File: src/hdl/Wb_defines.svh
/*
 * Writeback cluster parameters
 * Lane count, datapath widths and credit depths
 */

`ifndef WB_DEFINES_SVH
`define WB_DEFINES_SVH

`define WB_LANES        2   // Parallel writeback lanes
`define WB_DATA_W       32
`define WB_REG_W        5
`define WB_IN_CREDITS   2   // Dispatcher input queue depth
`define WB_LANE_CREDITS 2   // Per-lane FIFO depth

`endif

File: src/hdl/WbPkg.sv
/*
 * Writeback cluster types
 * Result select and load width encodings shared by the writeback logic
 */

package WbPkg;

    // Writeback result source
    typedef enum logic [1:0] {
        PC8  = 2'd0,  // Link address for JAL, JALR
        ALU  = 2'd1,
        OUTB = 2'd2,  // Moved operand
        DM   = 2'd3   // Loaded data after extension
    } WbSelType;

    // Load width and signedness
    typedef enum logic [2:0] {
        LW  = 3'd0,
        LH  = 3'd1,
        LHU = 3'd2,
        LB  = 3'd3,
        LBU = 3'd4
    } LoadType;

endpackage

File: src/hdl/WbDispatch.sv
/*
 * Writeback dispatcher
 * Queues instructions from the memory stage under credit flow control and
 * hands them to the lanes in round-robin order
 */

`timescale 1ns/1ps
`include "Wb_defines.svh"

module WbDispatch
    import WbPkg::*;
(
    input  logic                  clk,
    input  logic                  rst,
    input  logic                  flush,
    input  logic                  inValid,
    input  logic [`WB_DATA_W-1:0] inPc,
    input  logic [`WB_DATA_W-1:0] inAluOut,
    input  logic [`WB_DATA_W-1:0] inOutB,
    input  logic [`WB_DATA_W-1:0] inDmOut,
    input  WbSelType              inWbSel,
    input  LoadType               inLoadType,
    input  logic [`WB_REG_W-1:0]  inDst,
    input  logic                  inRegWr,
    input  logic [`WB_LANES-1:0]  laneCredit,
    output logic                  inCredit,
    output logic [`WB_LANES-1:0]  laneValid,
    output logic [`WB_DATA_W-1:0] laneAluOut,
    output logic [`WB_DATA_W-1:0] lanePc,
    output logic [`WB_DATA_W-1:0] laneOutB,
    output logic [`WB_DATA_W-1:0] laneDmOut,
    output WbSelType              laneWbSel,
    output LoadType               laneLoadType,
    output logic [`WB_REG_W-1:0]  laneDst,
    output logic                  laneRegWr
);
    localparam int QDepth    = `WB_IN_CREDITS;
    localparam int PtrW      = (QDepth > 1) ? $clog2(QDepth) : 1;
    localparam int CntW      = $clog2(QDepth + 1);
    localparam int Lanes     = `WB_LANES;
    localparam int LanePtrW  = (Lanes > 1) ? $clog2(Lanes) : 1;
    localparam int LaneCredW = $clog2(`WB_LANE_CREDITS + 1);

    logic [`WB_DATA_W-1:0] qPc     [QDepth];
    logic [`WB_DATA_W-1:0] qAluOut [QDepth];
    logic [`WB_DATA_W-1:0] qOutB   [QDepth];
    logic [`WB_DATA_W-1:0] qDmOut  [QDepth];
    WbSelType              qWbSel  [QDepth];
    LoadType               qLoadType [QDepth];
    logic [`WB_REG_W-1:0]  qDst    [QDepth];
    logic                  qRegWr  [QDepth];

    logic [PtrW-1:0]      wrPtr;
    logic [PtrW-1:0]      rdPtr;
    logic [CntW-1:0]      qCount;
    logic [LanePtrW-1:0]  rrPtr;       // Next lane in program order
    logic [LaneCredW-1:0] credCnt [Lanes];
    logic                 push;
    logic                 send;

    assign push     = inValid && !flush;
    assign send     = (qCount != '0) && (credCnt[rrPtr] != '0) && !flush;
    assign inCredit = send;            // One upstream credit per pop

    always_comb begin
        laneValid        = '0;
        laneValid[rrPtr] = send;
    end

    // Head of queue on the shared lane bus
    assign lanePc       = qPc[rdPtr];
    assign laneAluOut   = qAluOut[rdPtr];
    assign laneOutB     = qOutB[rdPtr];
    assign laneDmOut    = qDmOut[rdPtr];
    assign laneWbSel    = qWbSel[rdPtr];
    assign laneLoadType = qLoadType[rdPtr];
    assign laneDst      = qDst[rdPtr];
    assign laneRegWr    = qRegWr[rdPtr];

    always_ff @(posedge clk) begin
        if (push) begin
            qPc[wrPtr]       <= inPc;
            qAluOut[wrPtr]   <= inAluOut;
            qOutB[wrPtr]     <= inOutB;
            qDmOut[wrPtr]    <= inDmOut;
            qWbSel[wrPtr]    <= inWbSel;
            qLoadType[wrPtr] <= inLoadType;
            qDst[wrPtr]      <= inDst;
            qRegWr[wrPtr]    <= inRegWr;
        end
    end

    always_ff @(posedge clk) begin
        if (rst || flush) begin
            wrPtr  <= '0;
            rdPtr  <= '0;
            qCount <= '0;
        end else begin
            if (push) begin
                wrPtr <= (wrPtr == PtrW'(QDepth - 1)) ? '0 : wrPtr + 1'b1;
            end
            if (send) begin
                rdPtr <= (rdPtr == PtrW'(QDepth - 1)) ? '0 : rdPtr + 1'b1;
            end
            qCount <= qCount + CntW'(push) - CntW'(send);
        end
    end

    // Lane credit counters and round-robin pointer
    always_ff @(posedge clk) begin
        if (rst || flush) begin
            rrPtr <= '0;
            for (int i = 0; i < Lanes; i++) begin
                credCnt[i] <= LaneCredW'(`WB_LANE_CREDITS);
            end
        end else begin
            if (send) begin
                rrPtr <= (rrPtr == LanePtrW'(Lanes - 1)) ? '0 : rrPtr + 1'b1;
            end
            for (int i = 0; i < Lanes; i++) begin
                if (laneValid[i] && !laneCredit[i]) begin
                    credCnt[i] <= credCnt[i] - 1'b1;
                end else if (!laneValid[i] && laneCredit[i]) begin
                    credCnt[i] <= credCnt[i] + 1'b1;
                end
            end
        end
    end

    // Upstream must hold a credit before sending
    inNoOverflow: assert property (@(posedge clk) disable iff (rst)
        inValid |-> qCount != CntW'(QDepth));

    for (genvar g = 0; g < Lanes; g++) begin : gCredChk
        sendWithCredit: assert property (@(posedge clk) disable iff (rst)
            laneValid[g] |-> credCnt[g] != '0);
    end

endmodule

File: src/hdl/WbLane.sv
/*
 * Writeback lane
 * Credit-sized FIFO into the WB pipeline register, then load extension
 * and result select, held until commit takes the result
 */

`timescale 1ns/1ps
`include "Wb_defines.svh"

module WbLane
    import WbPkg::*;
(
    input  logic                  clk,
    input  logic                  rst,
    input  logic                  flush,
    input  logic                  laneValid,
    input  logic [`WB_DATA_W-1:0] laneAluOut,
    input  logic [`WB_DATA_W-1:0] lanePc,
    input  logic [`WB_DATA_W-1:0] laneOutB,
    input  logic [`WB_DATA_W-1:0] laneDmOut,
    input  WbSelType              laneWbSel,
    input  LoadType               laneLoadType,
    input  logic [`WB_REG_W-1:0]  laneDst,
    input  logic                  laneRegWr,
    input  logic                  resTake,
    output logic                  laneCredit,
    output logic                  resValid,
    output logic [`WB_REG_W-1:0]  resDst,
    output logic [`WB_DATA_W-1:0] resData,
    output logic                  resRegWr,
    output logic [`WB_DATA_W-1:0] resPc
);
    localparam int Depth = `WB_LANE_CREDITS;
    localparam int PtrW  = (Depth > 1) ? $clog2(Depth) : 1;
    localparam int CntW  = $clog2(Depth + 1);

    logic [`WB_DATA_W-1:0] fPc     [Depth];
    logic [`WB_DATA_W-1:0] fAluOut [Depth];
    logic [`WB_DATA_W-1:0] fOutB   [Depth];
    logic [`WB_DATA_W-1:0] fDmOut  [Depth];
    WbSelType              fWbSel  [Depth];
    LoadType               fLoadType [Depth];
    logic [`WB_REG_W-1:0]  fDst    [Depth];
    logic                  fRegWr  [Depth];
    logic [PtrW-1:0]       wrPtr;
    logic [PtrW-1:0]       rdPtr;
    logic [CntW-1:0]       fCount;

    // WB pipeline register
    logic                  regValid;
    logic [`WB_DATA_W-1:0] regPc;
    logic [`WB_DATA_W-1:0] regAluOut;
    logic [`WB_DATA_W-1:0] regOutB;
    logic [`WB_DATA_W-1:0] regDmOut;
    WbSelType              regWbSel;
    LoadType               regLoadType;
    logic [`WB_REG_W-1:0]  regDst;
    logic                  regRegWr;

    logic                  push;
    logic                  move;
    logic [7:0]            loadByte;
    logic [15:0]           loadHalf;
    logic [`WB_DATA_W-1:0] loadExt;

    assign push       = laneValid && !flush;
    assign move       = (fCount != '0) && (!regValid || resTake) && !flush;
    assign laneCredit = move;          // Slot freed in the FIFO

    always_ff @(posedge clk) begin
        if (push) begin
            fPc[wrPtr]       <= lanePc;
            fAluOut[wrPtr]   <= laneAluOut;
            fOutB[wrPtr]     <= laneOutB;
            fDmOut[wrPtr]    <= laneDmOut;
            fWbSel[wrPtr]    <= laneWbSel;
            fLoadType[wrPtr] <= laneLoadType;
            fDst[wrPtr]      <= laneDst;
            fRegWr[wrPtr]    <= laneRegWr;
        end
        if (move) begin
            regPc       <= fPc[rdPtr];
            regAluOut   <= fAluOut[rdPtr];
            regOutB     <= fOutB[rdPtr];
            regDmOut    <= fDmOut[rdPtr];
            regWbSel    <= fWbSel[rdPtr];
            regLoadType <= fLoadType[rdPtr];
            regDst      <= fDst[rdPtr];
            regRegWr    <= fRegWr[rdPtr];
        end
    end

    always_ff @(posedge clk) begin
        if (rst || flush) begin
            wrPtr    <= '0;
            rdPtr    <= '0;
            fCount   <= '0;
            regValid <= 1'b0;
        end else begin
            if (push) begin
                wrPtr <= (wrPtr == PtrW'(Depth - 1)) ? '0 : wrPtr + 1'b1;
            end
            if (move) begin
                rdPtr <= (rdPtr == PtrW'(Depth - 1)) ? '0 : rdPtr + 1'b1;
            end
            fCount <= fCount + CntW'(push) - CntW'(move);
            if (move) begin
                regValid <= 1'b1;
            end else if (resTake) begin
                regValid <= 1'b0;
            end
        end
    end

    // Byte lane from address bits 1:0, half from bit 1
    assign loadByte = regDmOut[{regAluOut[1:0], 3'b000} +: 8];
    assign loadHalf = regAluOut[1] ? regDmOut[31:16] : regDmOut[15:0];

    always_comb begin
        case (regLoadType)
            LB:      loadExt = {{(`WB_DATA_W - 8){loadByte[7]}}, loadByte};
            LBU:     loadExt = {{(`WB_DATA_W - 8){1'b0}}, loadByte};
            LH:      loadExt = {{(`WB_DATA_W - 16){loadHalf[15]}}, loadHalf};
            LHU:     loadExt = {{(`WB_DATA_W - 16){1'b0}}, loadHalf};
            default: loadExt = regDmOut;   // LW
        endcase
    end

    always_comb begin
        case (regWbSel)
            PC8:     resData = regPc + 'd8;  // Return address past delay slot
            ALU:     resData = regAluOut;
            OUTB:    resData = regOutB;
            default: resData = loadExt;
        endcase
    end

    assign resValid = regValid;
    assign resDst   = regDst;
    assign resRegWr = regRegWr;
    assign resPc    = regPc;

    // Dispatcher credits keep the FIFO from overflowing
    fifoNoOverflow: assert property (@(posedge clk) disable iff (rst)
        laneValid |-> fCount != CntW'(Depth));

endmodule

File: src/hdl/WbCommit.sv
/*
 * Writeback commit
 * Drains lane results in program order and drives the register file write
 */

`timescale 1ns/1ps
`include "Wb_defines.svh"

module WbCommit (
    input  logic                  clk,
    input  logic                  rst,
    input  logic                  flush,
    input  logic                  stall,     // Data cache stall holds writeback
    input  logic [`WB_LANES-1:0]  resValid,
    input  logic [`WB_REG_W-1:0]  resDst [`WB_LANES],
    input  logic [`WB_DATA_W-1:0] resData [`WB_LANES],
    input  logic [`WB_LANES-1:0]  resRegWr,
    input  logic [`WB_DATA_W-1:0] resPc [`WB_LANES],
    output logic [`WB_LANES-1:0]  resTake,
    output logic                  wbValid,
    output logic [`WB_REG_W-1:0]  wbDst,
    output logic [`WB_DATA_W-1:0] wbResult,
    output logic [`WB_DATA_W-1:0] wbPc,
    output logic                  rfWe,
    output logic [`WB_REG_W-1:0]  rfAddr,
    output logic [`WB_DATA_W-1:0] rfData
);
    localparam int Lanes = `WB_LANES;
    localparam int PtrW  = (Lanes > 1) ? $clog2(Lanes) : 1;

    logic [PtrW-1:0] rrPtr;   // Lane holding the oldest instruction
    logic            take;

    assign take = resValid[rrPtr] && !stall && !flush;

    always_comb begin
        resTake        = '0;
        resTake[rrPtr] = take;
    end

    assign wbValid  = take;
    assign wbDst    = resDst[rrPtr];
    assign wbResult = resData[rrPtr];
    assign wbPc     = resPc[rrPtr];

    // r0 writes dropped here
    assign rfWe   = take && resRegWr[rrPtr] && (resDst[rrPtr] != '0);
    assign rfAddr = resDst[rrPtr];
    assign rfData = resData[rrPtr];

    always_ff @(posedge clk) begin
        if (rst || flush) begin
            rrPtr <= '0;
        end else if (take) begin
            rrPtr <= (rrPtr == PtrW'(Lanes - 1)) ? '0 : rrPtr + 1'b1;
        end
    end

    takeOneHot: assert property (@(posedge clk) disable iff (rst)
        $onehot0(resTake));

endmodule

File: src/hdl/RegFile.sv
/*
 * General purpose register file
 * One write port, one combinational read port, r0 reads zero
 */

`timescale 1ns/1ps
`include "Wb_defines.svh"

module RegFile (
    input  logic                  clk,
    input  logic                  rst,
    input  logic                  rfWe,
    input  logic [`WB_REG_W-1:0]  rfAddr,
    input  logic [`WB_DATA_W-1:0] rfData,
    input  logic [`WB_REG_W-1:0]  rdAddr,
    output logic [`WB_DATA_W-1:0] rdData
);
    localparam int Regs = 2 ** `WB_REG_W;

    logic [`WB_DATA_W-1:0] regs [Regs];

    always_ff @(posedge clk) begin
        if (rst) begin
            for (int i = 0; i < Regs; i++) begin
                regs[i] <= '0;
            end
        end else if (rfWe && (rfAddr != '0)) begin
            regs[rfAddr] <= rfData;
        end
    end

    // Hard-wired zero
    assign rdData = (rdAddr == '0) ? '0 : regs[rdAddr];

endmodule

File: src/hdl/WbCluster.sv
/*
 * Writeback cluster top
 * Dispatcher, parallel writeback lanes, in-order commit and register file
 */

`timescale 1ns/1ps
`include "Wb_defines.svh"

module WbCluster
    import WbPkg::*;
(
    input  logic                  clk,
    input  logic                  rst,
    input  logic                  flush,
    input  logic                  stall,
    input  logic                  inValid,
    input  logic [`WB_DATA_W-1:0] inPc,
    input  logic [`WB_DATA_W-1:0] inAluOut,
    input  logic [`WB_DATA_W-1:0] inOutB,
    input  logic [`WB_DATA_W-1:0] inDmOut,
    input  WbSelType              inWbSel,
    input  LoadType               inLoadType,
    input  logic [`WB_REG_W-1:0]  inDst,
    input  logic                  inRegWr,
    input  logic [`WB_REG_W-1:0]  rdAddr,
    output logic                  inCredit,
    output logic                  wbValid,
    output logic [`WB_REG_W-1:0]  wbDst,
    output logic [`WB_DATA_W-1:0] wbResult,
    output logic [`WB_DATA_W-1:0] wbPc,
    output logic [`WB_DATA_W-1:0] rdData
);
    // Dispatcher to lanes
    logic [`WB_LANES-1:0]  laneValid;
    logic [`WB_LANES-1:0]  laneCredit;
    logic [`WB_DATA_W-1:0] laneAluOut;
    logic [`WB_DATA_W-1:0] lanePc;
    logic [`WB_DATA_W-1:0] laneOutB;
    logic [`WB_DATA_W-1:0] laneDmOut;
    WbSelType              laneWbSel;
    LoadType               laneLoadType;
    logic [`WB_REG_W-1:0]  laneDst;
    logic                  laneRegWr;

    // Lanes to commit
    logic [`WB_LANES-1:0]  resValid;
    logic [`WB_LANES-1:0]  resTake;
    logic [`WB_LANES-1:0]  resRegWr;
    logic [`WB_REG_W-1:0]  resDst  [`WB_LANES];
    logic [`WB_DATA_W-1:0] resData [`WB_LANES];
    logic [`WB_DATA_W-1:0] resPc   [`WB_LANES];

    logic                  rfWe;
    logic [`WB_REG_W-1:0]  rfAddr;
    logic [`WB_DATA_W-1:0] rfData;

    WbDispatch uDispatch (
        .clk          (clk),
        .rst          (rst),
        .flush        (flush),
        .inValid      (inValid),
        .inPc         (inPc),
        .inAluOut     (inAluOut),
        .inOutB       (inOutB),
        .inDmOut      (inDmOut),
        .inWbSel      (inWbSel),
        .inLoadType   (inLoadType),
        .inDst        (inDst),
        .inRegWr      (inRegWr),
        .laneCredit   (laneCredit),
        .inCredit     (inCredit),
        .laneValid    (laneValid),
        .laneAluOut   (laneAluOut),
        .lanePc       (lanePc),
        .laneOutB     (laneOutB),
        .laneDmOut    (laneDmOut),
        .laneWbSel    (laneWbSel),
        .laneLoadType (laneLoadType),
        .laneDst      (laneDst),
        .laneRegWr    (laneRegWr)
    );

    for (genvar g = 0; g < `WB_LANES; g++) begin : gLane
        WbLane uLane (
            .clk          (clk),
            .rst          (rst),
            .flush        (flush),
            .laneValid    (laneValid[g]),
            .laneAluOut   (laneAluOut),
            .lanePc       (lanePc),
            .laneOutB     (laneOutB),
            .laneDmOut    (laneDmOut),
            .laneWbSel    (laneWbSel),
            .laneLoadType (laneLoadType),
            .laneDst      (laneDst),
            .laneRegWr    (laneRegWr),
            .resTake      (resTake[g]),
            .laneCredit   (laneCredit[g]),
            .resValid     (resValid[g]),
            .resDst       (resDst[g]),
            .resData      (resData[g]),
            .resRegWr     (resRegWr[g]),
            .resPc        (resPc[g])
        );
    end

    WbCommit uCommit (
        .clk      (clk),
        .rst      (rst),
        .flush    (flush),
        .stall    (stall),
        .resValid (resValid),
        .resDst   (resDst),
        .resData  (resData),
        .resRegWr (resRegWr),
        .resPc    (resPc),
        .resTake  (resTake),
        .wbValid  (wbValid),
        .wbDst    (wbDst),
        .wbResult (wbResult),
        .wbPc     (wbPc),
        .rfWe     (rfWe),
        .rfAddr   (rfAddr),
        .rfData   (rfData)
    );

    RegFile uRegFile (
        .clk    (clk),
        .rst    (rst),
        .rfWe   (rfWe),
        .rfAddr (rfAddr),
        .rfData (rfData),
        .rdAddr (rdAddr),
        .rdData (rdData)
    );

endmodule

File: config.mk
export PLATFORM = sky130hd
export DESIGN_NAME = WbCluster
export DESIGN_NICKNAME = d
export VERILOG_FILES = /design/src/hdl/WbPkg.sv /design/src/hdl/WbDispatch.sv /design/src/hdl/WbLane.sv /design/src/hdl/WbCommit.sv /design/src/hdl/RegFile.sv /design/src/hdl/WbCluster.sv
export VERILOG_INCLUDE_DIRS = /design/src /design/src/hdl
export SDC_FILE = /design/constraint.sdc
export NUM_CORES = 2
export LEC_CHECK = 0
export ABC_CLOCK_PERIOD_IN_PS = 14500
export BUFFER_PORTS_ARGS = -buffer_cell sky130_fd_sc_hd__buf_4
export CORE_MARGIN = 3
export CORE_UTILIZATION = 30
export CTS_CLUSTER_SIZE = 24
export DETAILED_ROUTE_END_ITERATION = 7
export HOLD_SLACK_MARGIN = 0.15
export REMOVE_ABC_BUFFERS = 1
export SLEW_MARGIN = 20
export SYNTH_ARGS = -nofsm -noshare
export SYNTH_HDL_FRONTEND = slang
export SYNTH_SLANG_ARGS = --single-unit
File: constraint.sdc
create_clock -name clk -period 14.5 [get_ports clk]
set_input_delay 0.725 -clock clk [delete_from_list [all_inputs] [get_ports clk]]
set_output_delay 0.725 -clock clk [all_outputs]
set_load 0.02 [all_outputs]
==> metrics.txt <==
Initial DRT Pass Iterations 6; Final Util 0.3532; ys async rst share 0; delay-heaviest family, CP buffers and inverters; Worst Max-Slew Pin Slew 1205 ps; Vias 51,650; Avg Vias per Cell 5.201; Sw Pwr 2.747 mW; Yosys reg bits ~2,200; Clock Pin Slew Worst Setup and Hold Paths 60 ps; commonest non-fill, non-tap cells in the layout 2,140 x edfxtp_1, 939 x nor2_1, 450 x mux2_2, 389 x buf_4, 322 x mux4_2; Buf+Inv Stages, Crit Path 5; synth unique cells between 80 and 90; Routed Antenna Nets 0; DP HPWL 157.9 mm; die area 304,500 sq um; Final nets 5,996; Int Power 10.34 mW; max incr delay on CP roughly 850 ps; final instance area ~100,000 sq um; Hold Crit Depth 4; layout cells sized above 1 0.2704; vias in the first global route 51,920; clk sinks between 2,000 and 2,500; Overall Global Routing Usage 0.1740; RSZ-0062 raised after global routing no; max_cap viols 0; core area 295,300 sq um; post-CTS resize count 0; placed inst area 96,100 sq um; sequential share of power 0.535; critical path's slowest cell buf_4; most frequent CP cell buf_4; number of synthesized flops with an enable pin 2,140; Synth Flop Type edfxtp_1; post-route minimum period approximately 5500 ps; Crit. End Element output pin; Max Root-Sink Buffers 4; top achievable clock speed 0.1822 GHz; Final Max Tran Viols 0; port bufs about 250; synth-to-layout area growth 16.68%; GR Overflow Total 0; CTS tree done; leak pwr approximately 35 nW; Horiz. Die Dim 551.8 um; # setup viols final 0; CTS buffer count 214; synth top area cells edfxtp_1 72%, mux4_2 8.1%, mux2_2 5.7%; startpoint types input port; DRC 0; Comb power frac 0.046; initial core utilization 0.3027; FP Rows 199; Yosys top cell area share 0.7190; final hold vios 0; skew final a little under 90 ps; crit path max fanout 71; First DRT Iteration DRCs 7,139; H-tree levels 4; Post-Route WL 271.7 mm; sequential area share after synthesis 0.7230; WL per Instance 27.36 um; VDD IR max 91.54 uV; Mapped Area 89,380 sq um; Syn Inst Count 5,476; WP data arrival 4760 ps; clock share of power 0.418; Synth Warn # 0; die height 551.8 um; Total Power 13.09 mW; initial antenna violation count 18; slew margin rel. 0.1964; global-route wire length before repair 381.3 mm; number of hold buffers added after cts approximately 140; Switching Fraction 0.2098; classification of the worst setup path in -> out; pwr/cell area 125.5 nW/um^2; commonest non-fill, non-tap cell in the layout edfxtp_1; Reg2Reg Depth 7; status complete, no violations; hold crit path type in -> reg; cell taking the most area after synthesis edfxtp_1; clk_lat worst skew 900 ps; worst path cell trace buf_8, buf_4, buf_4, mux4_2, mux4_2, inv_1, o21ai_0, buf_4; CP required 13,780 ps; clock root buffer clkbuf_16; pin count of the biggest net entering global routing 140; Boundary Pins 252; Routability Congestion 0.8686; Tcrit/Tclk final 0.3785; post-CTS setup buffers 0; syn_area_per_cell approximately 16 sq um; Worst path depth 8
==> tightest hold or removal path: stages <==
cell     delay, ps
buf_4          130
nor3_1          60
a22oi_1        180
nor2_1          50
==> state kept, by name, summed over array words and instances, names as in the netlist, 128 cells and up, named ones only <==
signal,flops
gLane.uLane.fDmOut,128
gLane.uLane.fAluOut,128
gLane.uLane.fPc,128
uRegFile.regs,1024
gLane.uLane.fOutB,128
==> logic make-up (layout without fill, tap and decap cells) <==
group	count (synthesis)	after routing	share of synthesized area
buf+inv	517	1013	0.02370
xor+xnor	40	40	0.004004
flops	2158	2158	0.7230
simple gates	1523	1523	0.07509
compound gates	429	429	0.03199
other cells	1	40	0.00004196
mux	796	796	0.1405
fa+ha+maj	12	12	0.001624
==> power groups by stage <==
stage          registers [mW]  clock network (mW)  logic (mW)
5_1_grt                  7.02                5.81       0.635
6_report                 7.01                5.48       0.603
3_5_place_dp             7.14                   0       0.572
4_1_cts                  7.01                5.56       0.608
3_3_place_gp             7.13                   0       0.569
2_1_floorplan            7.14                   0       0.276
==> layout make-up <==
type                       instances  area (sq um)
multi-input combinational       2832         23150
inverter                          96         365.4
sequential                      2158         64640
antenna                            8         20.02
clock inverter                   124          1206
tap                             3919          4903
timing repair buffer             535          4442
clock buffer                     258          5563
fill                           27930        191000
==> cell usage after synthesis, drive strengths merged (11+ instances only) <==
master	n
edfxtp	2140
nor2	990
mux2	450
mux4	322
clkbuf	282
nand2	174
buf	139
nor3	114
o21ai	101
a21oi	96
inv	95
nand2b	46
nor2b	35
nand3	30
o221ai	30
nand4	29
a31oi	28
mux2i	24
xnor2	24
o211ai	22
dfxtp	18
nor4	18
o22ai	18
a211oi	17
and2	17
xor2	16
a22oi	14
or2	14
a32oi	11
and4	11
o21a	11
or3	11
==> metal layers <==
| metal | GRT usage | share of wire | routed length, um | vias to the layer above |
|---|---|---|---|---|
| met1 | 0.2310 | 0.39 | 106200 | 26770 |
| met2 | 0.2840 | 0.48 | 129500 | 2819 |
| li1 | - | - | - | 21590 |
| met3 | 0.04050 | 0.10 | 27270 | 459 |
| met5 | 0 | 0.00015 | 41 | - |
| met4 | 0.05184 | 0.032 | 8644 | 6 |
==> per-stage QoR <==
step           instances  hold WS [ps]  setup WS, ps  TNS (ps)
6_report            9930         355.7          9012         0
5_1_grt             9923         409.7          8706         0
4_1_cts             9922         315.8          8833         0
3_5_place_dp        9401         506.5          8841         0
3_3_place_gp        9401         497.8          8828         0
2_1_floorplan       5086         475.5        -245.4    -333.0
==> worst paths after layout <==
path | to | slack, ps | start
worst max-delay path | rdData[4] | 9010 | rdAddr[0]
worst max register to register | gLane[1].uLane.fDst[1][0] | 10000 | uDispatch.credCnt[0][0]
worst min register to register | gLane[0].uLane.resDst[0] | 470 | gLane[0].uLane.fDst[0][0]
worst min-delay path | uCommit.rrPtr | 360 | stall
No activity file was read; power rests on OpenSTA's default activity.
